### config.mk
export PLATFORM = sky130hd
export DESIGN_NAME = eeprom_fsm
export DESIGN_NICKNAME = d
export VERILOG_FILES = /design/src/verilog/i2c_bus_pkg.sv /design/src/verilog/eeprom_mem_pkg.sv /design/src/verilog/eeprom_fsm.sv
export SDC_FILE = /design/constraint.sdc
export NUM_CORES = 1
export LEC_CHECK = 0
export BUFFER_PORTS_ARGS = -buffer_cell sky130_fd_sc_hd__buf_4
export CAP_MARGIN = 20
export CORE_MARGIN = 4
export CORE_UTILIZATION = 25
export CTS_CLUSTER_DIAMETER = 120
export CTS_CLUSTER_SIZE = 16
export DETAILED_ROUTE_END_ITERATION = 6
export PLACE_DENSITY = 0.42
export SETUP_SLACK_MARGIN = 0.1
export SLEW_MARGIN = 20
export SYNTH_ARGS = -nofsm -noshare
export SYNTH_HDL_FRONTEND = slang
export SYNTH_SLANG_ARGS = --single-unit
### constraint.sdc
create_clock -name sda -period 2.3 [get_ports sda]
set_input_delay 0.115 -clock sda [delete_from_list [all_inputs] [get_ports sda]]
set_output_delay 0.115 -clock sda [all_outputs]
set_load 0.005 [all_outputs]
### src/verilog/i2c_bus_pkg.sv
package i2c_bus_pkg;

    // fixed upper nibble of the control byte
    localparam logic [3:0] device_code = 4'b1010;

    // control byte bit 0 value that selects a read
    localparam logic rw_read = 1'b1;

    // eight data bits plus the acknowledge slot
    localparam int bit_slots = 9;

    // single-cycle bus events plus the synchronized data level
    typedef struct packed {
        logic start;      // data falls while scl high
        logic stop;       // data rises while scl high
        logic scl_rise;
        logic scl_fall;
        logic data;       // synchronized data line level
    } bus_event_t;

endpackage

### src/verilog/eeprom_mem_pkg.sv
package eeprom_mem_pkg;

    // 3 block bits plus the 8-bit word address
    localparam int addr_width = 11;

    localparam int mem_depth = 2048;

    typedef logic [addr_width-1:0] mem_addr_t;

    // one access per cycle, read is implied when we is low
    typedef struct packed {
        logic       we;
        mem_addr_t  addr;
        logic [7:0] wdata;
    } mem_req_t;

endpackage

### src/verilog/eeprom_fsm.sv
`timescale 1ns/100ps

module eeprom_fsm
(
    input  logic                     sda,
    input  logic                     reset,
    input  i2c_bus_pkg::bus_event_t  ev,
    input  logic                     last_bit,
    input  logic                     ack_slot,
    input  logic [7:0]               rx_byte,
    input  logic                     tx_bit,
    input  logic [7:0]               rdata,
    output logic                     load,
    output logic [7:0]               tx_byte,
    output eeprom_mem_pkg::mem_req_t req,
    output logic                     data_oe
);

    typedef enum logic [2:0] {
        st_idle,
        st_control,
        st_address,
        st_write,
        st_read,
        st_read_ack
    } state_t;

    state_t                                  state;
    eeprom_mem_pkg::mem_addr_t               ptr;
    logic [eeprom_mem_pkg::addr_width-9:0]   block;
    logic                                    byte_done;   // rx_byte valid this cycle
    logic                                    ack_pend;    // slave acks the current byte
    logic                                    fetch;
    logic                                    we;
    logic                                    ctrl_match;

    assign ctrl_match = (rx_byte[7:4] == i2c_bus_pkg::device_code);

    always_ff @(posedge sda)
    begin
        if (reset || ev.start)
            byte_done <= 1'b0;
        else
            byte_done <= ev.scl_rise & last_bit;
    end

    always_ff @(posedge sda)
    begin
        if (reset)
        begin
            state    <= st_idle;
            ptr      <= '0;
            block    <= '0;
            ack_pend <= 1'b0;
            fetch    <= 1'b0;
            we       <= 1'b0;
            load     <= 1'b0;
        end
        else
        begin
            fetch <= 1'b0;
            we    <= 1'b0;
            load  <= fetch;                   // rdata is valid one cycle after fetch
            if (we)
                ptr <= ptr + 1'b1;
            if (ev.start || ev.stop)
            begin
                state    <= ev.start ? st_control : st_idle;
                ack_pend <= 1'b0;
            end
            else if (byte_done)
            begin
                case (state)
                    st_control:
                    begin
                        ack_pend <= ctrl_match;
                        if (!ctrl_match)
                        begin
                            state <= st_idle;     // foreign device, line stays released
                        end
                        else
                        begin
                            block <= rx_byte[3:1];
                            if (rx_byte[0] == i2c_bus_pkg::rw_read)
                            begin
                                state <= st_read;
                                fetch <= 1'b1;    // current pointer
                            end
                            else
                            begin
                                state <= st_address;
                            end
                        end
                    end
                    st_address:
                    begin
                        ptr      <= {block, rx_byte};
                        ack_pend <= 1'b1;
                        state    <= st_write;
                    end
                    st_write:
                    begin
                        ack_pend <= 1'b1;
                        we       <= 1'b1;
                    end
                    st_read:
                    begin
                        ack_pend <= 1'b0;         // master owns this ack slot
                        ptr      <= ptr + 1'b1;
                        fetch    <= 1'b1;
                        state    <= st_read_ack;
                    end
                    default:
                    begin
                        ack_pend <= 1'b0;
                    end
                endcase
            end
            else if (state == st_read_ack && ev.scl_rise && ack_slot)
            begin
                state <= ev.data ? st_idle : st_read;   // nack ends the burst
            end
        end
    end

    // line updates one cycle after the scl fall event
    always_ff @(posedge sda)
    begin
        if (reset || ev.start || ev.stop)
        begin
            data_oe <= 1'b0;
        end
        else if (ev.scl_fall)
        begin
            if (ack_slot)
                data_oe <= ack_pend;
            else if (state == st_read)
                data_oe <= ~tx_bit;
            else
                data_oe <= 1'b0;
        end
    end

    always_comb
    begin
        req.we    = we;
        req.addr  = ptr;
        req.wdata = rx_byte;
    end

    assign tx_byte = rdata;

endmodule

After elaboration in Yosys (flattened, before gate mapping)

Cells that the tools add are included.

Register bits: 23
Bits of input ports: 26
Output and inout port bits: 30

Add/subtract/negate cells: 1
Equal/unequal tests: 7
Mux-type cells: 19
Bitwise gates (word level): 4
Reductions and logical operators: 11

Operator list:

| kind                                                            | count |
|---|---|
| 11-bit two-way mux                                              | 3 |
| 11-bit case mux with 2 select lines                             | 1 |
| 3-bit two-way mux                                               | 6 |
| 11-bit by 1-bit adder with 11-bit output, second input constant | 1 |
| 3-bit case mux with 3 select lines                              | 1 |
| 3-bit by 2-bit == test with 1-bit output, second input constant | 2 |
| 3-bit == test, second input constant                            | 2 |
| 1-bit two-way mux                                               | 6 |
| 5-bit by 1-bit != test with 1-bit output, second input constant | 1 |
| 4-bit == test, second input constant                            | 1 |
| 1-bit case mux with 2 select lines                              | 2 |
| 4-bit AND reduction                                             | 1 |
| 2-bit OR reduction                                              | 2 |
| 3-bit by 1-bit == test with 1-bit output, second input constant | 1 |
| 1-bit logical OR                                                | 3 |
| 1-bit inverter                                                  | 3 |
| 3-bit nonzero test                                              | 1 |
| 3-bit OR reduction                                              | 1 |
| 1-bit logical AND                                               | 2 |
| 2-bit AND reduction                                             | 1 |
| 1-bit AND                                                       | 1 |

Longest topological paths before layout

Gate-level depths: netlist of run 1.

Depth after elaboration: 6
Depth in mapped cells: 6
Gate-level depth less buffers: 5

Least setup slack after synthesis of run 1

OpenSTA, ideal clock, no wires.

Path kind: register -> register
Start: reg byte_done
End: reg ptr[0]
Setup time: 122 ps
Arrival: 1,524 ps
Path slack: 655 ps
Stages on the path, launching flop included: 6
Buffers on the path: 1
Cell sequence: dfxtp_1 > or3b_4 > o31ai_4 > buf_6 > nor2_2 > a221o_1

Word-level cells in the longest chain between the ends: 2

RTL lines:

| element                  | RTL line          | RTL |
|---|---|---|
| start: declaration       | eeprom_fsm.sv:31  | `logic byte_done;` |
| start signal: assignment | eeprom_fsm.sv:44  | `byte_done <= ev.scl_rise & last_bit;` |
| 11-bit two-way mux       | eeprom_fsm.sv:71  | `else if (byte_done)` |
| 11-bit two-way mux       | eeprom_fsm.sv:66  | `if (ev.start \|\| ev.stop)` |
| end signal: assignment   | eeprom_fsm.sv:65  | `ptr <= ptr + 1'b1;` |
| end signal: assignment   | eeprom_fsm.sv:97  | `ptr <= {block, rx_byte};` |
| end signal: assignment   | eeprom_fsm.sv:109 | `ptr <= ptr + 1'b1;` |
| end: declaration         | eeprom_fsm.sv:29  | `eeprom_mem_pkg::mem_addr_t ptr;` |

No other way between the ends.
A chain may end at the register's enable or synchronous reset.

Final worst setup path of run 1

Start: reg byte_done
End: reg ptr[6]

The elaborated chain is that of the path after synthesis.

==> reports/qor.yml, run 1 <==
critPathRequiredTime_ns: 2.46
slowest_stage: "o31ai_4"
critPathKind: "reg2reg"
ant_nets: 0
ys_top_cells_by_count: "dfxtp_1, buf_4, nor3_1, o22ai_1"
hold_viol_final: 0
fin_cells: 267
clock-sinks: 23
synth_nets: 201
n_antenna_cell: 0
finalSetupViolCount: 0
hold_slack_ns: 0.05042
drc: 0
die_h_um: 86.14
crit_family: "compound AO/OA/AOI/OAI gates"
p_per_area_nw_per_um2: 422.3
row_count: 28
vias: 1385
overflow: 0
dieArea_um2: 7420
max_freq_ghz: 0.5047
post-route-period-util: 0.8614
cts_buffers: 3
synth_edf_count: 0
routed_wl_mm: 4.256
tightest_slew_ns: 0.6753
design_area_um2: 1789
crit_fanout: 12
cts-resized-gates: 0
utilization: 0.3022
antenna_found_initial: 0
cts_tree: "built"
ys_types: 53
ys_seq_elements: 23
path_buf_inv: 0
synthCells: 174
cts_root_buf: "clkbuf_8"
cts_max_path_buffers: 2
routabilityCongestion: 0.8182
crit_chain: "or3b_4 > o31ai_4 > o211ai_1 > a32o_1"
area_delta_synth_final_pct: 17.21
drv_cap: 0
grt_pass1_vias: 1376
grt_max_degree: 14
dpl.cell_count: 263
fillers: 638
hold_end: "byte_done$_SDFF_PP0_"
clk_latency_ns: 0.26
ctsHtreeMaxLevel: 1
rsz0062_at_grt: "false"
hpwl_mm: 3.251
worstSetupStartpointType: "flop"
grt_usage: 0.1158
hp-start: "ev[4]"
ys_async_sr_fraction: 0
ys_seq_area_frac: 0.3016
slew_violations: 0
drive_gt1_frac: 0.3073
postCtsSetupRepairBufs: 0
yosysMostFrequentCell: "dfxtp_1"
core_um2: 5921
reg2reg_setup_slack_ns: 0.32
syn_area_um2: 1526
final.setup_skew_ns: 0.001941
grt_pass1_wl_mm: 6.879
postSynthAreaPerCell_um2: 8.773
relSlewSlack: 0.5478
port_buffers: 39
synth_top_area_share: 0.3016
synth_area_leader_cell: "dfxtp_1"
p_leak_nw: 0.7179
min_path_type: "in2reg"
boundaryPins: 56
outcome: "finished clean"
worstReg2RegEnd: "ptr[6]$_SDFF_PP0_"
drtIter0Drc: 60
initial_core_util: 0.2578
ctsHoldBuffers: 0
crit_path_end_kind: "flop"
worst_r2r_path_depth: 4
ys_warn_count: 0
period_needed_ns: 1.981
ir_drop_v: 0.0001545
yosys-top-cells-area: "dfxtp_1, buf_4, xnor2_1"
arrival_ns: 2.14
viasPerCell: 5.187
synthFlopType: "dfxtp_1"
first_pass_iters: 4
wl_per_cell_um: 15.94
cpPeakStageDelay_ns: 0.55
r2r-start: "byte_done$_SDFF_PP0_"
path_clk_slew_ns: 0.09
place_area_um2: 1744
min_path_cells: 2
nets: 220
fp.dieW_um: 86.14
setup_tns_ns: 0
-- metrics by stage --
stage / power, mW / setup slack, ns
global placement: 0.5037 / 0.3644
global route: 0.7877 / 0.2085
detailed placement: 0.5048 / 0.3415
floorplan: 0.4748 / 0.6547
CTS: 0.7726 / 0.3281
finish: 0.7555 / 0.3187
-- worst reg2reg max path: stages (launching register included) --
cell and delay [ns]:
dfxtp_1 0.44, or3b_4 0.45, o31ai_4 0.55, o211ai_1 0.16, a32o_1 0.28
-- cells by family after synthesis --
group / after synthesis / synth area share
and+or+nand+nor: 57 / 0.2328
buffers and inverters: 33 / 0.1377
xor gates and xnor gates: 10 / 0.05737
adders and majority gates: 1 / 0.008195
DFF: 23 / 0.3016
AOI/OAI and AO/OA: 44 / 0.2213
muxes: 6 / 0.04098
-- report_power, final --
part / leakage [nW] / switching, mW / internal (mW) / total, mW
clock network: 0.0228 / 0.137 / 0.124 / 0.261
registers: 0.186 / 0.00818 / 0.401 / 0.409
logic: 0.509 / 0.0409 / 0.0449 / 0.0858
total: 0.718 / 0.186 / 0.570 / 0.756
-- layout by cell type, fill, tap and decap left out, types with 5 or more instances in the layout --
cell type,n
a21oi_1,5
buf_4,42
dfxtp_1,23
inv_1,5
nand2_1,5
nand4_1,7
nor2_1,7
nor3_1,9
o22ai_1,8
xnor2_1,6
-- worst max path at each step --
stage	startpoint	end	slack (ns)	cells after the start
floorplan	byte_done$_SDFF_PP0_	ptr[0]$_SDFF_PP0_	0.65	5
global placement	byte_done$_SDFF_PP0_	ptr[10]$_SDFF_PP0_	0.36	4
detailed placement	byte_done$_SDFF_PP0_	ptr[6]$_SDFF_PP0_	0.34	4
CTS	byte_done$_SDFF_PP0_	ptr[6]$_SDFF_PP0_	0.33	4
global route	byte_done$_SDFF_PP0_	ptr[10]$_SDFF_PP0_	0.21	4
finish	byte_done$_SDFF_PP0_	ptr[6]$_SDFF_PP0_	0.32	4
-- registers in the layout (all words and copies together) (netlist names) --
name	cells
data_oe	1
ack_pend	1
block	3
fetch	1
state	3
load	1
byte_done	1
ptr	11
we	1
-- final cells by class --
type,instances,area (um^2),share of cell area
inverters,5,18.77,0.01049
repair buffers,42,315.3,0.1762
multi-input cells,118,855.8,0.4783
flip-flops and latches,23,460.4,0.2573
well taps,75,93.84,0.05245
clock buffers,4,45.04,0.02517
-- per-layer routing --
layer / up-vias / routed length, um / part of all wire / track usage
met5: - / 0 / 0 / 0
met4: 0 / 47 / 0.011 / 0.03165
met3: 8 / 257 / 0.060 / 0.02882
met2: 43 / 2040 / 0.48 / 0.1955
met1: 662 / 1911 / 0.45 / 0.1457
li1: 672 / - / - / -
Power figures use the tool's default switching activity.
==> inputs of run 2 (changes only) <==
- CELL_PAD_IN_SITES_DETAIL_PLACEMENT: default -> 1
- CELL_PAD_IN_SITES_GLOBAL_PLACEMENT: default -> 2
- CORE_ASPECT_RATIO: default -> 0.5
- PLACE_DENSITY: 0.42 -> 0.68
- SKIP_LAST_GASP: default -> 1
==> run 2 against run 1 <==
Compared with the run above:
- core utilization is 2.1 points higher
- global-route usage grew 0.96 points
- clock power up 49%
- flip-flop and latch count unchanged
- clock skew up 0.0021 ns
- sequential share of layout area shrank 0.65 points
==> reports/qor.yml, run 2 (same netlist as run 1, synthesis figures left out) <==
slew_violations: 0  # unchanged
antenna_found_initial: 0  # unchanged
tightest_slew_ns: 0.5160  # -0.1593 ns
routed_wl_mm: 4.624  # +8.6%
worstSetupStartpointType: "flop"
clk_latency_ns: 0.26  # about the same
drc: 0  # unchanged
wl_per_cell_um: 17.32  # +8.6%
place_area_um2: 1757  # +0.72%
finalSetupViolCount: 0  # unchanged
first_pass_iters: 4  # unchanged
largest_register_ffs: 11  # unchanged
port_buffers: 39  # unchanged
postCtsSetupRepairBufs: 0  # unchanged
min_path_type: "in2reg"
ctsHoldBuffers: 0  # unchanged
p_leak_nw: 0.7423  # +3.4%
cts_tree: "built"
hp-start: "ev[4]"
boundaryPins: 56  # unchanged
period_needed_ns: 1.906  # -0.07565 ns
hold_viol_final: 0  # unchanged
relSlewSlack: 0.6555  # +0.1077
cts_max_path_buffers: 2  # unchanged
critPathKind: "reg2reg"
row_count: 19  # -32%
layout_common_cells: "buf_4, dfxtp_1, nor3_1"
n_antenna_cell: 0  # unchanged
final_common_cell: "buf_4"
post-route-period-util: 0.8285  # -0.03289
dpl.cell_count: 263  # unchanged
crit_start: "byte_done$_SDFF_PP0_"
design_area_um2: 1836  # +2.6%
hpwl_mm: 3.538  # +8.8%
max_freq_ghz: 0.5248  # +4.0%
overflow: 0  # unchanged
crit_path_end_kind: "flop"
clock-sinks: 23  # unchanged
viasPerCell: 5.206  # +0.36%
area_delta_synth_final_pct: 20.25
dieArea_um2: 7496  # +1.0%
critPathRequiredTime_ns: 2.45  # about the same
fin_cells: 267  # unchanged
outcome: "finished clean"
drv_cap: 0  # unchanged
ir_drop_v: 0.0002641  # +71%
nets: 222  # +0.91%
ant_nets: 0  # unchanged
final.setup_skew_ns: 0.004060  # +0.002119 ns
drive_gt1_frac: 0.3144  # +0.007141
core_um2: 5682  # -4.0%
initial_core_util: 0.2687  # +0.01084
setup_tns_ns: 0  # unchanged
grt_pass1_wl_mm: 7.679  # +12%
grt_pass1_vias: 1410  # +2.5%
top_regs: "ptr: 11 flops, block: 3 flops, state: 3 flops"
path_clk_slew_ns: 0.06  # -0.03 ns
crit_fanout: 9  # -3
r2r-start: "byte_done$_SDFF_PP0_"
top_register: "ptr"
ctsHtreeMaxLevel: 1  # unchanged
rsz0062_at_grt: "false"
grt_max_degree: 14  # unchanged
cts_root_buf: "clkbuf_16"
drtIter0Drc: 29  # -52%
p_per_area_nw_per_um2: 483.4  # +14%
fp.dieW_um: 118.5  # +38%
grt_usage: 0.1254  # +0.009592
vias: 1390  # +0.36%
utilization: 0.3231  # +0.02086
die_h_um: 63.26  # -27%
cts-resized-gates: 0  # unchanged
routabilityCongestion: 0.7751  # -5.3%
cts_buffers: 3  # unchanged
arrival_ns: 2.06  # -0.08 ns
## run 2: changes by cell type in the layout (fill, tap and decap cells not counted), sizes merged
cell	before	now
buf	42	44
## run 2: cell type report
type                    count  area [um^2]
fillers                   662         3846
multi-input cells         118        855.8
flip-flops and latches     23        460.4
repair buffers             44        330.3
well taps                  73        91.34
clock buffers               4        78.83
inverters                   5        18.77
## run 2: where the power goes
part           internal (mW)  switching (mW)  leakage, nW  total, mW
clock                  0.237           0.153       0.0382      0.390
combinational         0.0461          0.0416        0.518     0.0877
sequential             0.401         0.00845        0.186      0.410
total                  0.684           0.203        0.742      0.887
## run 2: critical path, cell delays in order (launching register included)
cell     delay [ns]
dfxtp_1        0.44
or3b_4         0.45
o31ai_4        0.48
nand2_1        0.15
a32o_1         0.27
## run 2: final timing paths
path	cells after the start	slack, ns	to
hold reg to reg	1	0.44	load$_SDFF_PP0_
hold / removal	2	0.07	byte_done$_SDFF_PP0_
setup reg to reg	4	0.39	ptr[10]$_SDFF_PP0_
setup / recovery	4	0.39	ptr[10]$_SDFF_PP0_
## run 2: through the flow
| step | setup WS [ns] | power (mW) | hold slack [ns] |
|---|---|---|---|
| after floorplan | 0.6547 | 0.4748 | 0.1907 |
| after global placement | 0.4802 | 0.5070 | 0.2301 |
| after detailed placement | 0.4130 | 0.5074 | 0.2301 |
| after CTS | 0.4004 | 0.8967 | 0.06148 |
| after global routing | 0.3079 | 0.9180 | 0.07892 |
| final | 0.3944 | 0.8873 | 0.07054 |
## run 2: metal layers
layer  global-route usage  part of all wire  vias up  wire length (um)
met1               0.1821              0.52      682              2424
li1                     -                 -      677                 -
met5                    0                 0        -                 0
met2               0.1898              0.43       23              1999
met3              0.02413             0.034        8               158
met4              0.03175            0.0091        0                42
==> inputs of run 3 (changes only) <==
- clock period: 2.3 -> 1.8 ns (I/O delays scaled with it)
==> run 3 against run 2 <==
Compared with the run above:
- first-iteration DRC count is 24% higher
- core utilization up 2.0 points
- worst hold slack worse by 0.023 ns
- cell area is 6.1% higher
- sequential power increased by 27%
- maximum frequency rose by 15%
- combinational power grew 49%
- global-route usage rose by 0.19 points
- via count grew 1.8%
- critical path type unchanged
- critical endpoint is now state[1]$_SDFFE_PP0P_
- largest cell class unchanged
==> reports/qor.yml, run 3 (same netlist as run 1, synthesis figures left out) <==
grt_pass1_wl_mm: 7.734  # +0.72%
slew_violations: 0  # unchanged
overflow: 0  # unchanged
routabilityCongestion: 0.8326  # +7.4%
post-route-period-util: 0.9194  # +0.09086
p_per_area_nw_per_um2: 593.6  # +23%
combPwrFrac: 0.114  # +0.015
port_buffers: 39  # unchanged
period_needed_ns: 1.655  # -0.2507 ns
dieArea_um2: 7496  # unchanged
drive_gt1_frac: 0.3676  # +0.05321
p_leak_nw: 0.8008  # +7.9%
tightest_slew_ns: 0.3912  # -0.1248 ns
cts_tree: "built"
ir_drop_v: 0.0003368  # +28%
top_regs: "ptr: 11 flops, block: 3 flops, state: 3 flops"
nets: 232  # +4.5%
multiInputGateArea_um2: 877.1  # +2.5%
vias: 1415  # +1.8%
antenna_found_initial: 0  # unchanged
ant_nets: 0  # unchanged
worstSetupStartpointType: "flop"
finalSetupViolCount: 0  # unchanged
min_path_type: "in2reg"
crit_fanout: 8  # -1
ctsHtreeMaxLevel: 1  # unchanged
largest_register_ffs: 11  # unchanged
layout_common_cells: "buf_4, dfxtp_1, nor3_1"
utilization: 0.3427  # +0.01960
final.setup_skew_ns: 0.005991  # +0.001931 ns
switchingPower_mw: 0.2688  # +32%
grt_pass1_vias: 1485  # +5.3%
path_clk_slew_ns: 0.06  # about the same
clock-sinks: 23  # unchanged
initial_core_util: 0.2687  # unchanged
drv_cap: 0  # unchanged
arrival_ns: 1.86  # -0.20 ns
clk_latency_ns: 0.26  # about the same
outcome: "finished clean"
drc: 0  # unchanged
core_um2: 5682  # unchanged
cts_max_path_buffers: 2  # unchanged
critPathKind: "reg2reg"
n_antenna_cell: 0  # unchanged
fillers: 663  # +0.15%
row_count: 19  # unchanged
grt_max_degree: 14  # unchanged
area_delta_synth_final_pct: 27.54
final_common_cell: "buf_4"
rsz0062_at_grt: "true"
grt_usage: 0.1272  # +0.001890
worst_slack_ns: 0.1451  # -0.2493 ns
critPathRequiredTime_ns: 2.01  # -0.44 ns
first_pass_iters: 4  # unchanged
hpwl_mm: 3.666  # +3.6%
post-place-ws_ns: 0.09653  # -0.3164 ns
relSlewSlack: 0.7374  # +0.08182
cts_buffers: 3  # unchanged
max_freq_ghz: 0.6043  # +15%
crit_path_end_kind: "flop"
hold_viol_final: 0  # unchanged
swShare: 0.2326  # +0.003844
intPower_mw: 0.8868  # +30%
pwr-share-seq: 0.451  # -0.011
setup_tns_ns: 0  # unchanged
clockPowerShare: 0.435  # -0.004
viasPerCell: 5.108  # -1.9%
drtIter0Drc: 36  # +24%
wl_per_cell_um: 17.27  # -0.30%
die_h_um: 63.26  # unchanged
fp.dieW_um: 118.5  # unchanged
seq_area_um2: 462.9  # +0.54%
routed_wl_mm: 4.783  # +3.4%
boundaryPins: 56  # unchanged
ctsHoldBuffers: 0  # unchanged
cts_root_buf: "clkbuf_16"
top_register: "ptr"
run 3: stage by stage:
step | cell area, um^2 | std cells | total power [mW] | hold WS, ns
global route | 1947 | 277 | 1.205 | 0.05973
finish | 1947 | 277 | 1.156 | 0.04801
floorplan | 1526 | 174 | 0.6066 | 0.1657
global placement | 1822 | 270 | 0.6562 | 0.1801
detailed placement | 1822 | 270 | 0.6555 | 0.1801
CTS | 1908 | 274 | 1.149 | 0.03746
run 3: final timing paths:
kind | startpoint | end | slack, ns | cells past startpoint
worst min register to register | fetch$_SDFF_PP0_ | load$_SDFF_PP0_ | 0.45 | 1
worst min-delay path | ev[4] | byte_done$_SDFF_PP0_ | 0.05 | 2
worst max register to register | state[1]$_SDFFE_PP0P_ | state[1]$_SDFFE_PP0P_ | 0.15 | 5
worst max-delay path | state[1]$_SDFFE_PP0P_ | state[1]$_SDFFE_PP0P_ | 0.15 | 5
run 3: routing by layer:
layer / vias up / share of wire / global-route usage
met4: 0 / 0.0071 / 0.03030
met3: 6 / 0.049 / 0.02592
li1: 696 / - / -
met2: 28 / 0.45 / 0.1990
met5: - / 0 / 0
met1: 685 / 0.50 / 0.1798
run 3: final cells by class:
cell class | count | area share
repair buffers | 54 | 0.2147
inverters | 5 | 0.009640
flip-flops and latches | 23 | 0.2378
well taps | 73 | 0.04692
multi-input cells | 118 | 0.4505
clock buffers | 4 | 0.04049
run 3: worst max-delay path, stage by stage, from the launching register on:
cell	delay [ns]
dfxtp_1	0.46
nor3b_2	0.35
buf_4	0.23
a21oi_1	0.05
nor3_1	0.28
mux2_2	0.22
run 3: power by group through the flow:
| stage | clock, mW | sequential, mW | combinational, mW |
|---|---|---|---|
| after floorplan | 0 | 0.526 | 0.0803 |
| after global placement | 0 | 0.531 | 0.125 |
| after detailed placement | 0 | 0.531 | 0.124 |
| after CTS | 0.504 | 0.520 | 0.125 |
| after global routing | 0.538 | 0.522 | 0.144 |
| final | 0.503 | 0.521 | 0.131 |
run 3: what timing repair did:
| item | in CTS | in global routing |
|---|---|---|
| setup buffers | 0 | 3 |
| gates resized for setup | 2 | 5 |
| setup endpoints to repair | 2 | 8 |
| pin swaps | 0 | 0 |
